`config.mk`:
```
export PLATFORM = sky130hd
export DESIGN_NAME = prefetch_buffer
export DESIGN_NICKNAME = d
export VERILOG_FILES = /design/src/prefetch_pkg.sv /design/src/fetch_head_if.sv /design/src/prefetch_buffer.sv /design/src/instr_aligner.sv /design/src/rdata_queue.sv /design/src/addr_queue.sv /design/src/fetch_fsm.sv
export SDC_FILE = /design/constraint.sdc
export NUM_CORES = 1
export LEC_CHECK = 0
export BUFFER_PORTS_ARGS = -buffer_cell sky130_fd_sc_hd__buf_2
export CORE_MARGIN = 10
export CORE_UTILIZATION = 53
export DETAILED_ROUTE_END_ITERATION = 16
export GPL_TIMING_DRIVEN = 0
export PLACE_DENSITY_LB_ADDON = 0.12
export SYNTH_ARGS = -nofsm -noshare
export SYNTH_HDL_FRONTEND = slang
export SYNTH_SLANG_ARGS = --single-unit
```
`constraint.sdc`:
```
create_clock -name clk -period 4.4 [get_ports clk]
set_clock_uncertainty 0.15 [all_clocks]
set_input_delay 0 -clock clk [delete_from_list [all_inputs] [get_ports clk]]
set_output_delay 0 -clock clk [all_outputs]
set_load 0.01 [all_outputs]
```
`src/prefetch_pkg.sv`:
```
// shared widths and constants for the prefetch buffer, queue depth must stay at least 2
package prefetch_pkg;

  ////////////////////////////////////////////////////////////////////////////
  // widths
  ////////////////////////////////////////////////////////////////////////////

  // byte address of an instruction or fetched word
  typedef logic [31:0] addr_t;
  // memory word, also used for the output instruction
  typedef logic [31:0] word_t;
  // one compressed parcel
  typedef logic [15:0] half_t;

  ////////////////////////////////////////////////////////////////////////////
  // queue and instruction constants
  ////////////////////////////////////////////////////////////////////////////

  // entries in both the address and the data queue
  localparam int FETCH_DEPTH = 3;
  // step between consecutive fetched words
  localparam int WORD_BYTES = 4;
  // step over a compressed instruction
  localparam int HALF_BYTES = 2;
  // low opcode bits of a 32-bit instruction, anything else is compressed
  localparam logic [1:0] UNCOMPRESSED_OP = 2'b11;

  // memory-side fetch states
  typedef enum logic [1:0] {
    idle,
    wait_gnt,
    wait_rvalid,
    wait_aborted
  } fetch_state_t;

endpackage
```
`src/fetch_head_if.sv`:
```
// queue heads towards the aligner and the advance strobes back, entries 0 and 1 only
interface fetch_head_if;
  import prefetch_pkg::*;

  // address entries 0 and 1, from the address queue
  addr_t [1:0] head_addr;
  logic  [1:0] head_addr_valid;

  // data entries 0 and 1, from the data queue
  word_t [1:0] head_data;
  logic  [1:0] head_data_valid;

  // word returning from memory this cycle, for the bypass
  word_t       in_data;
  logic        in_push;

  // shift both queues by one entry
  logic        pop;
  // move the head address by one halfword, no shift
  logic        half_step;
  // halfword the new head starts at after a pop
  logic        next_half;

  modport addr_side (
    output head_addr, head_addr_valid,
    input  pop, half_step, next_half
  );

  modport data_side (
    output head_data, head_data_valid, in_data, in_push,
    input  pop
  );

  modport aligner (
    input  head_addr, head_addr_valid, head_data, head_data_valid,
    input  in_data, in_push,
    output pop, half_step, next_half
  );

endinterface

```
`src/prefetch_buffer.sv`:
```
// req_i must stay high while fetching, a branch also needs no req_i
module prefetch_buffer (
  input  logic                clk,
  input  logic                rst_n,

  // core side
  input  logic                req_i,
  input  logic                branch_i,
  input  prefetch_pkg::addr_t branch_addr_i,
  input  logic                ready_i,
  output logic                valid_o,
  output prefetch_pkg::word_t rdata_o,
  output prefetch_pkg::addr_t addr_o,

  // instruction memory side
  output logic                instr_req_o,
  output prefetch_pkg::addr_t instr_addr_o,
  input  logic                instr_gnt_i,
  input  logic                instr_rvalid_i,
  input  prefetch_pkg::word_t instr_rdata_i,

  // status
  output logic                busy_o
);

  // fsm to queue strobes
  logic addr_push;
  logic data_push;
  logic wait_gnt;
  logic addr_ready;

  // queue heads shared with the aligner
  fetch_head_if head_if ();

  ////////////////////////////////////////////////////////////////////////////
  // memory side
  ////////////////////////////////////////////////////////////////////////////

  fetch_fsm fetch_fsm_i (
    .clk            (clk),
    .rst_n          (rst_n),
    .req_i          (req_i),
    .branch_i       (branch_i),
    .addr_ready_i   (addr_ready),
    .instr_gnt_i    (instr_gnt_i),
    .instr_rvalid_i (instr_rvalid_i),
    .instr_req_o    (instr_req_o),
    .addr_push_o    (addr_push),
    .data_push_o    (data_push),
    .wait_gnt_o     (wait_gnt),
    .busy_o         (busy_o)
  );

  // fetch address doubles as the memory address
  addr_queue addr_queue_i (
    .clk           (clk),
    .rst_n         (rst_n),
    .branch_i      (branch_i),
    .branch_addr_i (branch_addr_i),
    .push_i        (addr_push),
    .wait_gnt_i    (wait_gnt),
    .ready_o       (addr_ready),
    .fetch_addr_o  (instr_addr_o),
    .head          (head_if.addr_side)
  );

  rdata_queue rdata_queue_i (
    .clk      (clk),
    .rst_n    (rst_n),
    .branch_i (branch_i),
    .push_i   (data_push),
    .rdata_i  (instr_rdata_i),
    .head     (head_if.data_side)
  );

  ////////////////////////////////////////////////////////////////////////////
  // core side
  ////////////////////////////////////////////////////////////////////////////

  instr_aligner instr_aligner_i (
    .ready_i (ready_i),
    .valid_o (valid_o),
    .rdata_o (rdata_o),
    .addr_o  (addr_o),
    .head    (head_if.aligner)
  );

endmodule

```
`src/instr_aligner.sv`:
```
// upper half of rdata_o is not meaningful for a compressed instruction
module instr_aligner (
  input  logic                ready_i,
  output logic                valid_o,
  output prefetch_pkg::word_t rdata_o,
  output prefetch_pkg::addr_t addr_o,
  fetch_head_if.aligner       head
);
  import prefetch_pkg::*;

  word_t head_word, next_word;
  logic  head_ok, next_ok;
  half_t upper_half;
  logic  aligned_rvc, unaligned_rvc;
  logic  unaligned;
  logic  xfer;

  ////////////////////////////////////////////////////////////////////////////
  // head words, queued or bypassed
  ////////////////////////////////////////////////////////////////////////////

  assign head_word = head.head_data_valid[0] ? head.head_data[0] : head.in_data;
  assign head_ok   = head.head_data_valid[0] || (head.head_addr_valid[0] && head.in_push);
  // incoming word lands in entry 1 when entry 0 already holds data
  assign next_word = head.head_data_valid[1] ? head.head_data[1] : head.in_data;
  assign next_ok   = head.head_data_valid[1] ||
                     (head.head_data_valid[0] && head.head_addr_valid[1] && head.in_push);

  assign upper_half    = head_word[31:16];
  assign aligned_rvc   = head_word[1:0] != UNCOMPRESSED_OP;
  assign unaligned_rvc = upper_half[1:0] != UNCOMPRESSED_OP;
  assign unaligned     = head.head_addr[0][1];

  // address was queued at request time, so it is always ready first
  assign addr_o = head.head_addr[0];

  always_comb begin
    if (unaligned) begin
      // upper half of the head joined with the lower half of the next word
      rdata_o = {next_word[15:0], upper_half};
      valid_o = unaligned_rvc ? head_ok : (head_ok && next_ok);
    end else begin
      rdata_o = head_word;
      valid_o = head_ok;
    end
  end

  ////////////////////////////////////////////////////////////////////////////
  // queue advance on transfer
  ////////////////////////////////////////////////////////////////////////////

  assign xfer = valid_o && ready_i;

  // aligned compressed stays in the same word
  assign head.half_step = xfer && !unaligned && aligned_rvc;
  // everything else is done with the head word
  assign head.pop       = xfer && (unaligned || !aligned_rvc);
  // only an unaligned 32-bit instruction leaves its tail in the next word
  assign head.next_half = unaligned && !unaligned_rvc;

endmodule

```
`src/rdata_queue.sv`:
```
// returned words in fetch order, never holds more entries than the address queue
module rdata_queue (
  input  logic                clk,
  input  logic                rst_n,
  input  logic                branch_i,
  input  logic                push_i,
  input  prefetch_pkg::word_t rdata_i,
  fetch_head_if.data_side     head
);
  import prefetch_pkg::*;

  word_t [FETCH_DEPTH-1:0] data_q, data_int, data_n;
  logic  [FETCH_DEPTH-1:0] valid_q, valid_int, valid_n;

  assign head.head_data       = data_q[1:0];
  assign head.head_data_valid = valid_q[1:0];
  // the incoming word is also offered to the aligner this cycle
  assign head.in_data         = rdata_i;
  assign head.in_push         = push_i;

  ////////////////////////////////////////////////////////////////////////////
  // fill then shift, so a bypassed word leaves on the same pop
  ////////////////////////////////////////////////////////////////////////////

  always_comb begin
    logic placed;
    placed    = 1'b0;
    data_int  = data_q;
    valid_int = valid_q;
    for (int i = 0; i < FETCH_DEPTH; i++) begin
      if (push_i && !placed && !valid_q[i]) begin
        data_int[i]  = rdata_i;
        valid_int[i] = 1'b1;
        placed       = 1'b1;
      end
    end

    data_n  = data_int;
    valid_n = valid_int;
    if (head.pop) begin
      for (int i = 0; i < FETCH_DEPTH - 1; i++) begin
        data_n[i]  = data_int[i+1];
        valid_n[i] = valid_int[i+1];
      end
      data_n[FETCH_DEPTH-1]  = '0;
      valid_n[FETCH_DEPTH-1] = 1'b0;
    end
  end

  // branch drops every word, including one returning this cycle
  always_ff @(posedge clk or negedge rst_n) begin
    if (!rst_n) begin
      valid_q <= '0;
    end else if (branch_i) begin
      valid_q <= '0;
    end else begin
      valid_q <= valid_n;
    end
  end

  always_ff @(posedge clk) begin
    data_q <= data_n;
  end

endmodule

```
`src/addr_queue.sv`:
```
// entry 0 is the output address, an empty queue keeps the head so req_i must stay up while fetching
module addr_queue (
  input  logic                clk,
  input  logic                rst_n,
  input  logic                branch_i,
  input  prefetch_pkg::addr_t branch_addr_i,
  input  logic                push_i,
  input  logic                wait_gnt_i,
  output logic                ready_o,
  output prefetch_pkg::addr_t fetch_addr_o,
  fetch_head_if.addr_side     head
);
  import prefetch_pkg::*;

  addr_t [FETCH_DEPTH-1:0] addr_q, addr_int, addr_n;
  logic  [FETCH_DEPTH-1:0] valid_q, valid_int, valid_n;
  addr_t                   last_addr;

  assign ready_o              = !valid_q[FETCH_DEPTH-1];
  assign head.head_addr       = addr_q[1:0];
  assign head.head_addr_valid = valid_q[1:0];

  ////////////////////////////////////////////////////////////////////////////
  // next fetch address
  ////////////////////////////////////////////////////////////////////////////

  // newest address in the queue, head when nothing else is valid
  always_comb begin
    last_addr = addr_q[0];
    for (int i = 1; i < FETCH_DEPTH; i++) begin
      if (valid_q[i]) begin
        last_addr = addr_q[i];
      end
    end
  end

  // word after the newest one, or that word again while the grant is pending
  always_comb begin
    fetch_addr_o = last_addr & ~addr_t'(WORD_BYTES - 1);
    if (!wait_gnt_i) begin
      fetch_addr_o = fetch_addr_o + addr_t'(WORD_BYTES);
    end
    // redirect wins
    if (branch_i) begin
      fetch_addr_o = branch_addr_i;
    end
  end

  ////////////////////////////////////////////////////////////////////////////
  // fill and advance
  ////////////////////////////////////////////////////////////////////////////

  always_comb begin
    logic placed;
    placed    = 1'b0;
    addr_int  = addr_q;
    valid_int = valid_q;
    // first free slot takes the pushed address
    for (int i = 0; i < FETCH_DEPTH; i++) begin
      if (push_i && !placed && !valid_q[i]) begin
        addr_int[i]  = fetch_addr_o;
        valid_int[i] = 1'b1;
        placed       = 1'b1;
      end
    end

    addr_n  = addr_int;
    valid_n = valid_int;
    if (head.pop) begin
      for (int i = 0; i < FETCH_DEPTH - 1; i++) begin
        addr_n[i]  = addr_int[i+1];
        valid_n[i] = valid_int[i+1];
      end
      addr_n[FETCH_DEPTH-1]  = '0;
      valid_n[FETCH_DEPTH-1] = 1'b0;
      // new head starts at the halfword the aligner picked
      addr_n[0][1:0] = {head.next_half, 1'b0};
    end else if (head.half_step) begin
      addr_n[0] = addr_int[0] + addr_t'(HALF_BYTES);
    end
  end

  always_ff @(posedge clk or negedge rst_n) begin
    if (!rst_n) begin
      valid_q <= '0;
    end else if (branch_i) begin
      valid_q <= {{(FETCH_DEPTH-1){1'b0}}, push_i};
    end else begin
      valid_q <= valid_n;
    end
  end

  // branch reloads the head with the target
  always_ff @(posedge clk) begin
    if (branch_i) begin
      addr_q[0] <= branch_addr_i;
    end else begin
      addr_q <= addr_n;
    end
  end

endmodule

```
`src/fetch_fsm.sv`:
```
// one access outstanding at a time, memory may take a changed address while the grant is pending
module fetch_fsm (
  input  logic clk,
  input  logic rst_n,
  input  logic req_i,
  input  logic branch_i,
  input  logic addr_ready_i,
  input  logic instr_gnt_i,
  input  logic instr_rvalid_i,
  output logic instr_req_o,
  output logic addr_push_o,
  output logic data_push_o,
  output logic wait_gnt_o,
  output logic busy_o
);
  import prefetch_pkg::*;

  prefetch_pkg::fetch_state_t state_q, state_n;
  logic start;

  // a new fetch is wanted: core asks with room left, or a branch redirects
  assign start = (req_i && addr_ready_i) || branch_i;

  // busy while anything is in flight or about to be
  assign busy_o = (state_q != idle) || instr_req_o;

  ////////////////////////////////////////////////////////////////////////////
  // next state and strobes
  ////////////////////////////////////////////////////////////////////////////

  always_comb begin
    state_n     = state_q;
    instr_req_o = 1'b0;
    addr_push_o = 1'b0;
    data_push_o = 1'b0;
    wait_gnt_o  = 1'b0;

    unique case (state_q)
      idle: begin
        if (start) begin
          instr_req_o = 1'b1;
          addr_push_o = 1'b1;
          state_n     = instr_gnt_i ? wait_rvalid : wait_gnt;
        end
      end

      // request is up, keep the address stable unless a branch replaces it
      wait_gnt: begin
        wait_gnt_o  = 1'b1;
        instr_req_o = 1'b1;
        addr_push_o = branch_i;
        if (instr_gnt_i) begin
          state_n = wait_rvalid;
        end
      end

      wait_rvalid: begin
        if (start) begin
          if (instr_rvalid_i) begin
            // data back, the next request goes out in the same cycle
            instr_req_o = 1'b1;
            addr_push_o = 1'b1;
            // returning word belongs to the old stream on a branch
            data_push_o = !branch_i;
            state_n     = instr_gnt_i ? wait_rvalid : wait_gnt;
          end else if (branch_i) begin
            // response still out, it has to be drained first
            addr_push_o = 1'b1;
            state_n     = wait_aborted;
          end
        end else if (instr_rvalid_i) begin
          data_push_o = 1'b1;
          state_n     = idle;
        end
      end

      // stale response pending, the branch target is already queued
      wait_aborted: begin
        wait_gnt_o  = 1'b1;
        addr_push_o = branch_i;
        if (instr_rvalid_i) begin
          instr_req_o = 1'b1;
          state_n     = instr_gnt_i ? wait_rvalid : wait_gnt;
        end
      end

      default: begin
        state_n = idle;
      end
    endcase
  end

  always_ff @(posedge clk or negedge rst_n) begin
    if (!rst_n) begin
      state_q <= idle;
    end else begin
      state_q <= state_n;
    end
  end

endmodule

```
==> flow_metrics.tcl <==
set metrics [dict create \
    worstSetupEndpointType "flip-flop" \
    layout_min_cycle_time_ps 4300 \
    die_x_um 174 \
    tightest_slew_ps 1230 \
    cp_top_family "buffers and inverters" \
    ff_latch_area_sq_um 4900 \
    pre_cts_slack_ps -1840 \
    irDropWorstVdd_mv 0.300 \
    cp-start-kind "flip-flop" \
    met3_usage_pct 6.39 \
    firstDrtPassIters 7 \
    grt_pass1_vias 12195 \
    num-nets-final 1755 \
    vias_per_cell 6.13 \
    crit_chain "buf_6 > buf_6 > buf_6 > clkbuf_1 > a211oi_1 > o22ai_1 > and3_1 > clkbuf_1 > clkbuf_2 > buf_1 > nor2_1" \
    maxCapViolCount 0 \
    n_fill_cell 1967 \
    critPathMaxStageDelay_ps 640 \
    gp_congestion 1.02 \
    max_slew_margin_pct 17.7 \
    grt_pass1_wl_mm 70.9 \
    path_buf_inv 7 \
    syn_nets 1479 \
    synth_top_area_share_pct 22.1 \
    place_hpwl_mm 33.0 \
    drt-total-wl_mm 46.2 \
    power.density_nw_per_um2 591 \
    cts_made_buffers 17 \
    ys_warn_count 0 \
    wire_per_inst_um 23.0 \
    antenna_found_initial 1 \
    cp_slowest_cell "buf_1" \
    outcome "complete, no violations" \
    port_buffers 169 \
    rsz0062_at_grt "true" \
    yosysUniqueCellTypes 90 \
    die_h_um 174 \
    final_layout_size_suffix_gt1_share_pct 23.2 \
    syn_inst 1401 \
    setup_viol_count_final 0 \
    hold_violations 0 \
    placed_area_sq_um 13900 \
    ys_ff_latch 196 \
    tns_ps 0 \
    cts_tree "yes" \
    grt_overflow 0 \
    drt_iter0_drc 1307 \
    path_common_cell "buf_6" \
    die_area_sq_um 30400 \
    p_leak_nw 5.95 \
    clock-root-buffer "clkbuf_16" \
    min_path_type "in2reg" \
    ios 170 \
    period_share_pct 97.8 \
    syn_to_final_growth_pct 22.9 \
    arrival_ps 4330 \
    ctsLongestPathBuffers 2 \
    async_reset_ff_share_pct 4.08 \
    yosys-top-cells-area "edfxtp_1, dfxtp_1, mux2i_1" \
    clk_pin_slew_ps 80 \
    slew_violations 0 \
    clock-sinks 196 \
    ys_seq_area_share_pct 38.8 \
    core_area_sq_um 23500 \
    setup_slack_ps 95.3 \
    avgSynthCellArea_sq_um 9.00 \
    final_area_sq_um 15500 \
    critPathMaxFanout 10 \
    track_usage_pct 29.5 \
    ant_nets 0 \
    row_count 56 \
    multiInputGateArea_sq_um 7120 \
    n_antenna_cell 0 \
    drc 0 \
    syn-cell-area_sq_um 12600 \
    busiest_layer "met2" \
    utilization_pct 66.1 \
    worstSetupPathType "reg2reg" \
    grt_max_degree 50 \
    synth_area_leader_cell "edfxtp_1" \
    fin_total_pwr_mw 9.16 \
    use_met1_pct 35.9 \
    critical_path_required_ps 4430 \
    grt_use_met2_pct 48.2 \
    start_util_pct 53.7 \
    max_freq_mhz 232 \
    htreeDepth 4 \
    ys.flop_type "dfxtp_1" \
    worstSkewPairLatency_ps 460 \
    num_vias 12319 \
    synth_edf_count 93 \
]
-- stage by stage --
stage | cells | hold WS [ps]
after floorplan | 1401 | -446
after global routing | 2009 | 49.6
final | 2009 | 7.85
after CTS | 2000 | 5.52
after detailed placement | 1890 | -282
after global placement | 1889 | -284
-- state kept, by name (all words and copies together) (netlist names) --
register	cells
addr_queue_i.addr_q	30
addr_queue_i.head.head_addr	62
addr_queue_i.valid_q	3
fetch_fsm_i.state_q	2
rdata_queue_i.data_q	32
rdata_queue_i.head.head_data	64
rdata_queue_i.valid_q	3
-- timing repair --
action | 4_1_cts | 5_1_grt
buffers inserted | 7 | 9
hold buffers | 72 | 0
pin swaps | 4 | 8
endpoints found under the hold margin | 143 | 0
gates resized for setup | 20 | 33
endpoints found under the setup margin | 67 | 75
-- cells in the mapped netlist (19+ instances only) --
| master | n |
|---|---|
| nand3_1 | 26 |
| nor2b_1 | 21 |
| mux2_2 | 50 |
| nand2_1 | 190 |
| nor2_1 | 172 |
| a21oi_1 | 99 |
| dfxtp_1 | 95 |
| mux2i_1 | 117 |
| edfxtp_1 | 93 |
| clkbuf_1 | 66 |
| inv_1 | 19 |
| buf_4 | 37 |
| a211oi_1 | 23 |
| o22ai_1 | 36 |
| o21ai_0 | 44 |
| nor3_1 | 19 |
| o21ai_1 | 19 |
-- layer usage --
layer | wire length (um) | up-vias | share of wire (%)
met2 | 21400 | 758 | 46
met3 | 4600 | 162 | 9.9
met5 | 8 | - | 0.017
met4 | 2350 | 2 | 5.1
met1 | 17900 | 5770 | 39
li1 | - | 5627 | -
-- worst register-to-register path, stage by stage, from the launching register on --
cell      delay, ps
dfrtp_1         350
buf_6           190
buf_6           220
buf_6           220
clkbuf_1        540
a211oi_1        170
o22ai_1         390
and3_1          210
clkbuf_1        320
clkbuf_2        480
buf_1           650
nor2_1          130
-- power by group --
| part | internal (mW) | switching, mW |
|---|---|---|
| Sequential | 2.47 | 0.356 |
| Combinational | 1.91 | 2.79 |
| Clock | 0.775 | 0.854 |
| Total | 5.16 | 4.00 |
-- placed cells by master (no fill, tap or decap), types with 7 or more instances in the layout --
cell           count
nand3_1           24
nor2b_1           20
o22ai_1           36
mux2i_1          117
and3_1             8
mux4_2            15
a21oi_1           99
and2_1             9
inv_1             19
dfrtp_1            7
clkbuf_1          55
xnor2_1           15
o21a_1            15
dlygate4sd3_1     72
nor2_1           170
buf_2            172
a31oi_1            8
o211ai_1           8
nor3_1            19
clkbuf_2           8
buf_1             13
buf_4             53
nand2b_1          13
xor2_1            12
dfxtp_1           95
o21ai_0           42
a211oi_1          21
inv_8              7
nand4_1            9
nand2_1          189
mux2_2            50
nor4_1             9
edfxtp_1          93
or3_1              8
o21ai_1           20
clkbuf_16         18
-- area by class of cell --
class                           count  area share (%)
Buffer                            124            4.50
Clock buffer                       18            2.77
Clock inverter                     14            1.08
Inverter                           20           0.492
Multi-Input combinational cell   1060            45.9
Sequential cell                   196            31.6
Tap cell                          319            2.57
Timing Repair Buffer              258            11.1
-- worst paths after layout --
| check | start | to | slack [ps] | cells past startpoint |
|---|---|---|---|---|
| max | addr_queue_i.valid_q[1] | addr_queue_i.addr_q[78] | 100 | 11 |
| min | ready_i | addr_queue_i.head.head_addr[1] | 8 | 5 |
| max reg2reg | addr_queue_i.valid_q[1] | addr_queue_i.addr_q[78] | 100 | 11 |
| min reg2reg | rdata_queue_i.data_q[90] | rdata_queue_i.data_q[90] | 310 | 2 |
| max in group asynchronous | rst_n | fetch_fsm_i.state_q[0] | 3370 | 3 |
| min in group asynchronous | rst_n | rdata_queue_i.valid_q[2] | 410 | 3 |
-- cell families (layout without fill, tap and decap cells) --
| group | count (synthesis) | in the layout | share of synthesized area, % |
|---|---|---|---|
| flops | 196 | 196 | 38.8 |
| fa+ha+maj | 7 | 7 | 0.694 |
| compound gates | 315 | 315 | 16.4 |
| simple gates | 520 | 520 | 19.1 |
| mux | 190 | 190 | 17.3 |
| buf+inv | 145 | 434 | 5.69 |
| xor+xnor | 28 | 28 | 1.94 |
(Power assumes the default switching activity.)
